## config.mk

```make
export PLATFORM = sky130hd
export DESIGN_NAME = glyph_hit
export DESIGN_NICKNAME = d
export VERILOG_FILES = /design/src/char_draw_pkg.sv /design/src/glyph_hit.sv
export SDC_FILE = /design/constraint.sdc
export NUM_CORES = 1
export LEC_CHECK = 0
export BUFFER_PORTS_ARGS = -buffer_cell sky130_fd_sc_hd__buf_2
export CAP_MARGIN = 10
export CORE_UTILIZATION = 50
export DETAILED_ROUTE_END_ITERATION = 16
export GPL_ROUTABILITY_DRIVEN = 1
export GPL_TIMING_DRIVEN = 0
export PLACE_DENSITY_LB_ADDON = 0.2
export SLEW_MARGIN = 20
export SYNTH_ARGS = -nofsm -noshare
export SYNTH_HDL_FRONTEND = slang
export SYNTH_SLANG_ARGS = --single-unit
```

## constraint.sdc

```tcl
create_clock -name clk -period 12.82 [get_ports clk]
set_input_delay 1.923 -clock clk [delete_from_list [all_inputs] [get_ports clk]]
set_output_delay 1.923 -clock clk [all_outputs]
set_load 0.1 [all_outputs]
```

## src/char_draw_pkg.sv

```systemverilog
package char_draw_pkg;

    // Bitmap geometry
    localparam int GLYPH_COLS = 5;
    localparam int GLYPH_ROWS = 9;

    // Box adds one margin cell on the left and on top
    localparam int BOX_COLS = GLYPH_COLS + 1;
    localparam int BOX_ROWS = GLYPH_ROWS + 1;

    typedef logic [9:0]  pixel_x_t;      // Pixel column
    typedef logic [8:0]  pixel_y_t;      // Pixel row
    typedef logic [18:0] vga_addr_t;     // Frame-buffer word address
    typedef logic [7:0]  color_id_t;     // Palette index
    typedef logic [7:0]  char_code_t;
    typedef logic [3:0]  glyph_size_t;   // Scale minus one

    // Bit 4 is the leftmost column
    typedef logic [GLYPH_COLS-1:0] glyph_row_t;

    // Row 0 sits in the top bits
    typedef logic [GLYPH_ROWS*GLYPH_COLS-1:0] glyph_bitmap_t;

    typedef enum logic [1:0] {
        MODE_PLACE    = 2'd0,   // Code and origin only
        MODE_STYLE    = 2'd1,   // Colors and size, then draw
        MODE_FULL     = 2'd2,
        MODE_FULL_ALT = 2'd3
    } cmd_mode_e;

endpackage

```

## src/glyph_hit.sv

```systemverilog
`timescale 1ns/1ps

module glyph_hit (
    input  logic                         clk,
    input  char_draw_pkg::pixel_x_t      origin_x,
    input  char_draw_pkg::pixel_y_t      origin_y,
    input  char_draw_pkg::glyph_size_t   glyph_size,
    input  char_draw_pkg::glyph_bitmap_t bitmap,
    input  char_draw_pkg::pixel_x_t      scan_x,
    input  char_draw_pkg::pixel_y_t      scan_y,
    output logic                         fg_hit
);
    import char_draw_pkg::*;

    logic [4:0]              scale;
    pixel_x_t                col_edge [GLYPH_COLS+1];   // Left edge of each bitmap column
    pixel_y_t                row_edge [GLYPH_ROWS+1];
    logic [GLYPH_COLS-1:0]   in_col;
    logic [GLYPH_ROWS-1:0]   in_row;

    assign scale = {1'b0, glyph_size} + 5'd1;

    // Edge k sits k+1 cells past the origin
    always_ff @(posedge clk) begin
        for (int k = 0; k <= GLYPH_COLS; k++) begin
            col_edge[k] <= origin_x + pixel_x_t'(k + 1) * pixel_x_t'(scale);
        end
        for (int k = 0; k <= GLYPH_ROWS; k++) begin
            row_edge[k] <= origin_y + pixel_y_t'(k + 1) * pixel_y_t'(scale);
        end
    end

    always_comb begin
        for (int j = 0; j < GLYPH_COLS; j++) begin
            in_col[j] = (scan_x >= col_edge[j]) && (scan_x < col_edge[j+1]);
        end
        for (int i = 0; i < GLYPH_ROWS; i++) begin
            in_row[i] = (scan_y >= row_edge[i]) && (scan_y < row_edge[i+1]);
        end
    end

    always_comb begin
        glyph_row_t row_bits;
        fg_hit = 1'b0;
        for (int i = 0; i < GLYPH_ROWS; i++) begin
            row_bits = bitmap[(GLYPH_ROWS-1-i)*GLYPH_COLS +: GLYPH_COLS];
            for (int j = 0; j < GLYPH_COLS; j++) begin
                fg_hit = fg_hit | (row_bits[GLYPH_COLS-1-j] & in_col[j] & in_row[i]);
            end
        end
    end

endmodule

```

=== Word-level counts from Yosys, hierarchy flattened ===
Memories as Yosys holds them, arrays and structs flattened.
Cells that the tools add are included.

* Memories: 2
* Input bits: 88
* Output and inout bits: 1
* Register bits: 0
* Memory bits (writable): 150

{| class="wikitable"
|+ Memories
! name !! words !! bits a word !! read ports !! clocked after memory_dff !! write ports !! line !! text
|-
| row_edge || 10 || 9 || 10 || 0 || 10 || glyph_hit.sv:17 || <nowiki>pixel_y_t row_edge [GLYPH_ROWS+1];</nowiki>
|-
| col_edge || 6 || 10 || 6 || 0 || 6 || glyph_hit.sv:16 || <nowiki>pixel_x_t col_edge [GLYPH_COLS+1];</nowiki>
|}

* Magnitude comparators: 28
* Reduce and logical (&&, ||, !) cells: 14
* Add/sub/neg operators: 17
* Multipliers: 9
* Bitwise gates (word level): 134

{| class="wikitable"
|+ Operator list
! cell !! count
|-
| bitwise AND 1 bit || 90
|-
| >= comparator 9 bit || 9
|-
| less-than comparator 9 bit || 9
|-
| >= comparator 10 bit || 5
|-
| less-than comparator 10 bit || 5
|-
| bitwise OR 1 bit || 44
|-
| adder 9 x 8 -> 9 bit || 4
|-
| multiplier 3 x 5 -> 8 bit, first input constant || 4
|-
| multiplier 2 x 5 -> 7 bit, first input constant || 4
|-
| adder 10 x 7 -> 10 bit || 2
|-
| adder 10 x 8 -> 10 bit || 2
|-
| adder 9 x 7 -> 9 bit || 2
|-
| adder 9 bit || 2
|-
| logical AND 1 bit || 14
|-
| adder 10 x 5 -> 10 bit || 1
|-
| adder 10 x 6 -> 10 bit || 1
|-
| adder 9 x 5 -> 9 bit || 1
|-
| adder 9 x 6 -> 9 bit || 1
|-
| multiplier 4 x 5 -> 9 bit, first input constant || 1
|-
| adder 4 x 1 -> 5 bit, second input constant || 1
|}

=== Longest topological paths before layout ===
Gate-level depths: netlist of the first run.
An unclocked memory read counts as a cell.

* Word-level depth: 49
* Mapped depth: 16
* Depth with buffers taken out: 16

=== Least setup slack after synthesis of the first run ===
No wires, ideal clock.

* Kind: input to output
* Start: in scan_x[7]
* End: out fg_hit
* Path buffers: 0
* Slack: 6230 ps
* Data arrival time: 4667 ps
* Stages on the path: 9
* Cell sequence: ha_1 -> a211oi_2 -> nor2_1 -> a2111o_1 -> o21ai_2 -> o221ai_1 -> o311a_1 -> a2111oi_2 -> nand3_1

* Longest elaborated chain between the ends: 48
* Elaborated cells on any way between the ends: 149
* Classes of those cells: order compare (10); bitwise (134); reduce/logical (5)

{| class="wikitable"
|+ RTL lines
! what !! line !! text
|-
| start: declaration || glyph_hit.sv:9 || <nowiki>input char_draw_pkg::pixel_x_t scan_x,</nowiki>
|-
| >= comparator 10 bit or less-than comparator 10 bit (tied branches) || glyph_hit.sv:35 || <nowiki>in_col[j] = (scan_x >= col_edge[j]) && (scan_x < col_edge[j+1]);</nowiki>
|-
| logical AND 1 bit || glyph_hit.sv:35 ||
|-
| bitwise AND 1 bit (2 in a row) || glyph_hit.sv:48 || <nowiki>fg_hit = fg_hit | (row_bits[GLYPH_COLS-1-j] & in_col[j] & in_row[i]);</nowiki>
|-
| bitwise OR 1 bit (43 in a row) || glyph_hit.sv:48 ||
|-
| bitwise OR 1 bit (*) || glyph_hit.sv:48 ||
|-
| end: declaration || glyph_hit.sv:11 || <nowiki>output logic fg_hit</nowiki>
|}

Every way passes the cells marked *; elsewhere a longest branch is shown, timed or not.

=== Worst setup path in the final report of the first run ===
* Start: in scan_x[5]
* End: out fg_hit

The elaborated chain is that of the path after synthesis.

==> metrics.txt, run 1 <==
Worst Setup End Kind output port; row cnt 54; slowest CP cell a2111oi_0; Max Cap Viol 0; die extent in x 151 microns; DRC 0; leading area contributor after synthesis ha_1; Starting DRT DRC Count 446; fin crit period 6.94 ns; Fillers 1,960; Top delay family on crit path compound AO/OA/AOI/OAI gates; CTS tree done; post-synth top area share 26.8%; vias in the first global route 8,374; core box area 21,800 sq um; post-synthesis sequential area ratio 23.2%; clock tree buffer depth 2; Synth Cell Area 11,100 sq um; critical path peak fanout 6; status finished clean; die area 22,900 sq um; Via density 5.33; hold slack 1.65 ns; Peak VDD IR 0.0000926 V; CP Cell Sequence buf_2, ha_1, a21oi_1, o21ai_1, a2111oi_0, o21ai_2, o221a_2, a211oi_1, a2111oi_2, nand3_1, buf_2; fin. max-slew vios 0; Tightest Hold Check Type in -> reg; overflow left after global routing 0; Post-synth EDFFs 0; Starting Density 51.0%; count leader, synth inv_1; RSZ-0062 raised after global routing false; Tot Pwr 1.87 mW; most frequent CP cell buf_2; Sink Count 129; All-Layer GR Usage 26.6%; area grow syn2layout 12.5%; CP startpoint scan_x[5]; async set-or-reset flop fraction in the synthesized netlist 0%; Top-Level Pins 89; synth top area cells ha_1, dfxtp_1, inv_1, fa_1, xnor2_1; Seq cells post-synth 129; worst path required time 10.90 ns; CTS resizes 0; Worst-Margin Slew 1.12 ns; Hold Crit Start origin_x[0]; PwrDens 150 nW/um^2; total wire length 28,900 microns; Yosys Warn Count 0; prevailing post-synth register cell dfxtp_1; initial antenna violation count 0; crit path kind in -> out; Synth Net Count 1,594; port bufs 86; post-synth cell types 56; 1st-pass router iterations 5; crit start category primary input; Crit path largest cell delay 0.83 ns; fraction of layout cells with a size suffix above 1 10.7%; Mapped Cells 1,229; post-DP HPWL 23,000 microns; Synth Area per Inst 9.06 sq um; pin count of the biggest net entering global routing 20; setup TNS 0 ns; achievable frequency 144 MHz; Hold Violations, Final 0; CTS Hold Bufs 0; setup violators final 0; setup bufs post-CTS 0; H-Tree Depth 4; fin nets 1,701; fraction of the cycle the final worst path needs 54.1%; first-pass GRT wire length 44,500 microns; Antenna Cells 0; Vias 8,690; Clock Tree Root clkbuf_16; WL/cell 17.7 microns; CP arrival 5.01 ns; post-route ant nets 0; clock transition at the registers of the reported paths 0.05 ns; Die H 151 microns; worst path bufs/invs 2; Slew HR 24.9%; Post-synth top cells inv_1, ha_1, dfxtp_1, a21oi_1, xnor2_1; Final GP Congestion 0.841; Leak 6.63 nW; CTS Buf Count 17
-- final timing paths --
kind                              to  slack, ns  depth (start not counted)
worst max-delay path          fg_hit       5.88                         11
worst min-delay path  col_edge[1][0]       1.65                          1
-- sequential cells by signal (all words and copies together), names as in the netlist --
register and count:
row_edge 75, col_edge 54
-- stage by stage --
| stage | worst slack (ns) | cell area [sq um] | utilization, % | instances |
|---|---|---|---|---|
| 3_3_place_gp | 5.14 | 11900 | 54.6 | 1595 |
| 5_1_grt | 5.63 | 12500 | 57.4 | 1629 |
| 3_5_place_dp | 5.95 | 12000 | 54.8 | 1597 |
| 6_report | 5.88 | 12500 | 57.4 | 1629 |
| 2_1_floorplan | 6.23 | 11100 | - | 1229 |
| 4_1_cts | 5.91 | 12500 | 57.4 | 1629 |
-- per-layer routing --
layer  global-route usage [%]  share of wire [%]  vias up
li1                         -                  -     4417
met1                     37.1                 48     3984
met2                     42.4                 44      243
met3                     3.46                5.6       46
met4                     8.00                2.1        0
met5                        0                  0        -
-- layout make-up --
cell class	count	area [sq um]	area share, %
Timing Repair Buffer	88	457	3.65
Multi-Input combinational cell	851	7640	61.0
Clock inverter	15	135	1.08
Clock buffer	17	425	3.40
Inverter	243	912	7.28
Tap cell	280	350	2.80
Sequential cell	129	2580	20.6
Buffer	6	23.8	0.190
-- cells by family (layout without fill, tap and decap cells) --
| family | after synthesis | in the layout | synth area share (%) |
|---|---|---|---|
| xor gates and xnor gates | 112 | 112 | 8.81 |
| adders and majority gates | 277 | 277 | 33.8 |
| AOI/OAI and AO/OA | 297 | 297 | 18.2 |
| and+or+nand+nor | 164 | 164 | 7.56 |
| muxes | 1 | 1 | 0.101 |
| DFF | 129 | 129 | 23.2 |
| buffers and inverters | 249 | 369 | 8.41 |
-- cell usage in the layout (no fill, tap or decap), types with 5 or more instances in the layout --
cell type	n
a221oi_1	5
a31oi_1	9
and4_1	7
nor2b_1	13
a2111oi_0	9
inv_1	242
fa_1	39
o21ai_0	36
ha_1	238
buf_2	86
nor3_1	7
nor2_1	42
and2_1	6
xor2_1	32
clkinv_4	5
dfxtp_1	129
nand3_1	16
and3_1	5
nand2b_1	15
a211oi_1	11
o21bai_1	35
a21oi_1	93
clkbuf_16	17
nand2_1	32
o21a_1	10
nand4_1	14
xnor2_1	78
a21o_1	40
-- report_power, final --
part	internal, mW	switching, mW
Clock	0.268	0.194
Combinational	0.363	0.499
Sequential	0.521	0.0306
Total	1.15	0.723
(Power assumes the default switching activity.)
==> run 2: changes to the inputs <==
ABC_AREA = 1   (was default)
clock period = 6.8 ns   (was 12.82 ns; I/O delays follow)
==> run 2 against run 1 <==
Critical path depth grew 7. Core utilization shrank 0.062 points. Wire length shrank 0.20%. Final cell count grew 14%. First-iteration DRC count grew 22%. Critical endpoint is now col_edge[4][8].
==> metrics.txt, run 2 <==
H-Tree Depth 4 (unchanged); Vias 9,386 (+8.0%); first-pass GRT wire length 45,700 microns (+2.7%); 1st-pass router iterations 8 (+3); post-route ant nets 0 (unchanged); post-synth top area share 25.9% (-0.87 points); area grow syn2layout 12.5% (about the same); prevailing post-synth register cell dfxtp_1; setup violators final 0 (unchanged); CP arrival 5.66 ns (+0.65 ns); CTS Hold Bufs 0 (unchanged); WP depth 18 (+7); synth top area cells ha_1, dfxtp_1, inv_1, nand2_1, xor2_1; Hold Crit Depth 1 (unchanged); Fillers 2,118 (+8.1%); RSZ-0062 raised after global routing false; post-layout util 57.3% (-0.062 points); fin. max-slew vios 0 (unchanged); Peak VDD IR 0.000190 V (+110%); fraction of layout cells with a size suffix above 1 9.76% (-0.98 points); Hold Crit Start origin_y[0]; Top-Level Pins 89 (unchanged); worst path bufs/invs 5 (+3); Clock Tree Root clkbuf_16; crit path kind in -> reg; most common cell after layout, fill and taps aside inv_1; Antenna Cells 0 (unchanged); Seq cells post-synth 129 (unchanged); Post-synth EDFFs 0 (unchanged); Crit path largest cell delay 0.85 ns (+0.02 ns); CP startpoint glyph_size[0]; crit start category primary input; post-synthesis sequential area ratio 22.4% (-0.76 points); clock tree buffer depth 2 (unchanged); most frequent CP cell nand2_1; Worst Setup End Kind flop; post-DP HPWL 22,700 microns (-1.5%); Die H 154 microns (+1.7%); Starting DRT DRC Count 544 (+22%); count leader, synth inv_1; worst path required time 7.09 ns (-3.81 ns); achievable frequency 186 MHz; Leak 7.29 nW (+9.9%); fin nets 1,920 (+13%); leading area contributor after synthesis ha_1; post-synth cell types 39 (-30%); WL/cell 15.6 microns (-12%); CTS resizes 0 (unchanged); Hold Violations, Final 0 (unchanged); Synth Area per Inst 7.94 sq um (-12%); Slew HR 28.5% (+3.7 points); core box area 22,600 sq um (+3.4%); initial antenna violation count 0 (unchanged); All-Layer GR Usage 25.3% (-1.3 points); clock transition at the registers of the reported paths 0.06 ns (about the same); slowest CP cell clkinv_1; status finished clean; Max Cap Viol 0 (unchanged); Final GP Congestion 0.865 (+2.8%); Via density 5.07 (-5.0%); vias in the first global route 8,976 (+7.2%); Synth Cell Area 11,500 sq um (+3.4%); critical path peak fanout 19 (+13); Post-synth top cells inv_1, nand2_1, ha_1, dfxtp_1, a21oi_1; Tightest Hold Check Type in -> reg; async set-or-reset flop fraction in the synthesized netlist 0% (unchanged); Worst-Margin Slew 1.07 ns (-0.0548 ns); pin count of the biggest net entering global routing 20 (unchanged); Starting Density 51.0% (about the same); setup bufs post-CTS 0 (unchanged); die extent in x 154 microns (+1.7%); total wire length 28,800 microns (-0.20%); CP Cell Sequence buf_2, inv_1, ha_1, clkinv_1, ha_1, inv_1, fa_1, inv_1, ha_1, a21oi_1, nand2_1, nand2_1, nand2_1, a21oi_1, nor2_1, o21ai_0, nand2_1, xor2_1; Synth Net Count 1,815 (+14%); Largest Register row_edge; fraction of the cycle the final worst path needs 78.9%; setup TNS 0 ns (unchanged); CTS tree done; fin crit period 5.37 ns; port bufs 85 (-1.2%); PwrDens 279 nW/um^2 (+86%); Sink Count 129 (unchanged); commonest non-fill, non-tap cells in the layout inv_1, nand2_1, ha_1; max FFs per register 75 (unchanged); largest registers row_edge (75), col_edge (54); CTS Buf Count 17 (unchanged); Top delay family on crit path adder cells; die area 23,600 sq um (+3.3%); DRC 0 (unchanged); row cnt 55 (+1.9%); Mapped Cells 1,450 (+18%); Yosys Warn Count 0 (unchanged); overflow left after global routing 0 (unchanged)
-- run 2: per-layer routing --
layer  share of wire, %  routed length [microns]  GRT usage [%]  vias up
li1                   -                        -              -     4854
met2                 46                    13100           42.9      224
met1                 48                    14000           34.0     4276
met4                1.5                      441           6.24        0
met5                  0                        0              0        -
met3                4.6                     1320           3.27       32
-- run 2: cells by family after synthesis --
kind of cell | count (synthesis) | share of synthesized area [%]
AOI/OAI and AO/OA | 191 | 9.49
buffers and inverters | 305 | 9.96
and+or+nand+nor | 435 | 16.8
adders and majority gates | 277 | 32.7
xor gates and xnor gates | 113 | 8.60
DFF | 129 | 22.4
-- run 2: cell type report --
class | instances | area [sq um] | share of cell area [%]
buffer | 4 | 16.3 | 0.126
clock buffer | 18 | 429 | 3.32
clock inverter | 13 | 161 | 1.25
inverter | 301 | 1130 | 8.73
multi-input combinational | 1016 | 7810 | 60.4
sequential | 129 | 2580 | 20.0
tap | 285 | 357 | 2.76
timing repair buffer | 86 | 453 | 3.50
-- run 2: path summary, 6_finish.rpt --
path / end / slack (ns)
min: row_edge[5][0] / 0.72
max: col_edge[4][8] / 1.43
-- run 2: stage by stage --
stage                     instance area [sq um]  hold slack, ns  instances  worst slack, ns  power, mW
after floorplan                           11500            1.05       1450             1.84       2.26
after global placement                    12300            1.15       1820            0.215       2.62
after detailed placement                  12300            1.15       1821            0.969       2.68
after CTS                                 12900           0.710       1852             1.42       3.61
after global routing                      12900           0.713       1852             1.14       3.91
final                                     12900           0.724       1852             1.43       3.60
-- run 2: power breakdown --
part / switching (mW) / internal, mW / total [mW]
clock network: 0.347 / 0.574 / 0.921
logic: 1.02 / 0.629 / 1.65
registers: 0.0529 / 0.983 / 1.04
==> run 3: changes to the inputs <==
ABC_AREA = 0   (was 1)
clock period = 5.1 ns   (was 6.8 ns; I/O delays follow)
==> run 3 against run 2 <==
Sequential cell count stayed put. Wire length grew 0.13%. Critical path depth decreased by 1. Hold slack got worse by 0.24 ns. First-iteration DRC count fell by 18%. Cell area fell by 3.2%. Worst setup slack worse by 1.1 ns. Total power grew 31%. Via count decreased by 7.4%. Global-route usage grew 1.3 points. Critical endpoint is now col_edge[4][9]. Highest routed layer unchanged.
==> metrics.txt, run 3 (synthesis results as in run 1) <==
status finished clean; clock tree buffer depth 2 (unchanged); largest registers row_edge (75), col_edge (54); Slew HR 31.2% (+2.6 points); Hold Violations, Final 0 (unchanged); Crit path largest cell delay 0.60 ns (-0.25 ns); Worst Setup End Kind flop; worst path bufs/invs 5 (unchanged); CTS tree done; core box area 21,800 sq um (-3.3%); Sink Count 129 (unchanged); Starting Density 51.0% (about the same); clock transition at the registers of the reported paths 0.06 ns (about the same); Int Pwr 2.89 mW (+32%); Top delay family on crit path adder cells; critical path peak fanout 19 (unchanged); Hold Crit Start origin_x[0]; CP Cell Sequence buf_2, inv_1, ha_1, clkinvlp_4, ha_1, inv_1, fa_1, inv_1, ha_1, a21oi_1, nor2_1, nor2_1, o21bai_1, a21oi_1, nor2b_1, o21ai_0, xnor2_1; fin crit period 4.77 ns; worst hold endpoint col_edge[1][0]; pin count of the biggest net entering global routing 20 (unchanged); Largest Register row_edge; Leak 6.63 nW (-9.0%); Worst-Margin Slew 1.03 ns (-0.0340 ns); H-Tree Depth 4 (unchanged); Peak VDD IR 0.000232 V (+22%); Antenna Cells 0 (unchanged); fraction of layout cells with a size suffix above 1 10.8% (+1.1 points); crit path kind in -> reg; setup TNS 0 ns (unchanged); post-route ant nets 0 (unchanged); row cnt 54 (-1.8%); clock group share of total power 24.6% (-1.0 points); Starting DRT DRC Count 447 (-18%); PwrDens 376 nW/um^2 (+35%); Tightest Hold Check Type in -> reg; CP arrival 5.06 ns (-0.60 ns); CTS Buf Count 17 (unchanged); overflow left after global routing 0 (unchanged); CTS Hold Bufs 0 (unchanged); Setup WS pre-CTS -0.176 ns (-1.15 ns); achievable frequency 210 MHz; fraction of the cycle the final worst path needs 93.4%; area grow syn2layout 12.6% (about the same); final worst slack 0.335 ns (-1.10 ns); Top-Level Pins 89 (unchanged); Max Cap Viol 0 (unchanged); DRC 0 (unchanged); Clock Tree Root clkbuf_16; die extent in x 151 microns (-1.6%); post-layout util 57.4% (+0.079 points); Reg power frac 29.4% (+0.7 points); WL/cell 17.7 microns (+14%); Hold Crit Depth 1 (unchanged); slowest CP cell clkinvlp_4; Psw 1.82 mW (+28%); total wire length 28,900 microns (+0.13%); Finished Layout Cells 1,629 (-12%); Final GP Congestion 0.841 (-2.8%); max FFs per register 75 (unchanged); crit start category primary input; Die H 151 microns (-1.6%); setup violators final 0 (unchanged); first-pass GRT wire length 44,500 microns (-2.6%); Vias 8,694 (-7.4%); worst path required time 5.40 ns (-1.69 ns); initial antenna violation count 0 (unchanged); Comb pwr share 46.0% (+0.3 points); most common cell after layout, fill and taps aside inv_1; port bufs 86 (+1.2%); commonest non-fill, non-tap cells in the layout inv_1, ha_1, dfxtp_1; Via density 5.34 (+5.3%); # placed instances 1,597 (-12%); fin nets 1,701 (-11%); post-DP HPWL 23,000 microns (+1.6%); RSZ-0062 raised after global routing false; Sw Share 38.6% (-0.74 points); All-Layer GR Usage 26.6% (+1.3 points); vias in the first global route 8,374 (-6.7%); die area 22,900 sq um (-3.2%); fin. max-slew vios 0 (unchanged); 1st-pass router iterations 5 (-3)
run 3: cell types whose count changed in the layout (fill, tap and decap cells not counted), moves of 9 or more:
cell,change
nand2_1,-207
a2111oi_0,+9
nor2b_1,+13
inv_1,-54
xnor2_1,+61
xor2_1,-62
o21bai_1,+27
nand2b_1,+15
nand3_1,-55
a21o_1,+28
nor2_1,-35
a21oi_1,-12
run 3: what timing repair did:
action	in CTS	in global routing
buffers inserted	0	0
setup endpoints to repair	0	3
hold endpoints to repair	0	0
resized for setup	0	1
run 3: metal layers:
layer / vias up / track usage, % / routed length, microns
met4: 0 / 8.00 / 571
met3: 41 / 3.46 / 1650
met5: - / 0 / 0
met1: 3987 / 37.1 / 13900
li1: 4418 / - / -
met2: 248 / 42.4 / 12700
run 3: power by group through the flow:
stage          Sequential [mW]  Combinational [mW]  Clock [mW]
2_1_floorplan             1.38                1.59           0
3_3_place_gp              1.40                2.06           0
3_5_place_dp              1.41                2.14           0
4_1_cts                   1.38                2.16        1.17
5_1_grt                   1.41                2.45        1.22
6_report                  1.39                2.17        1.16
run 3: how the worst max path moves through the flow:
stage / startpoint / endpoint / slack (ns) / depth (start not counted)
after floorplan: glyph_size[0] / row_edge[6][8] / 0.49 / 13
after global placement: glyph_size[1] / row_edge[6][8] / -1.42 / 14
after detailed placement: glyph_size[0] / col_edge[4][9] / -0.18 / 17
after CTS: glyph_size[0] / col_edge[4][9] / 0.25 / 17
after global routing: glyph_size[0] / col_edge[4][9] / 0.12 / 17
final: glyph_size[0] / col_edge[4][9] / 0.33 / 17
run 3: layout make-up:
cell class / count / area [sq um]
buffer: 6 / 23.8
clock buffer: 17 / 425
multi-input combinational: 851 / 7640
fill: 1961 / 9290
clock inverter: 15 / 135
inverter: 243 / 916
timing repair buffer: 88 / 457
sequential: 129 / 2580
tap: 280 / 350
run 3: through the flow:
stage	cell area, sq um	total power, mW	hold WS (ns)
floorplan	11100	2.97	0.793
global placement	11900	3.46	0.916
detailed placement	12000	3.54	0.919
CTS	12500	4.71	0.479
global route	12500	5.09	0.478
finish	12500	4.71	0.488
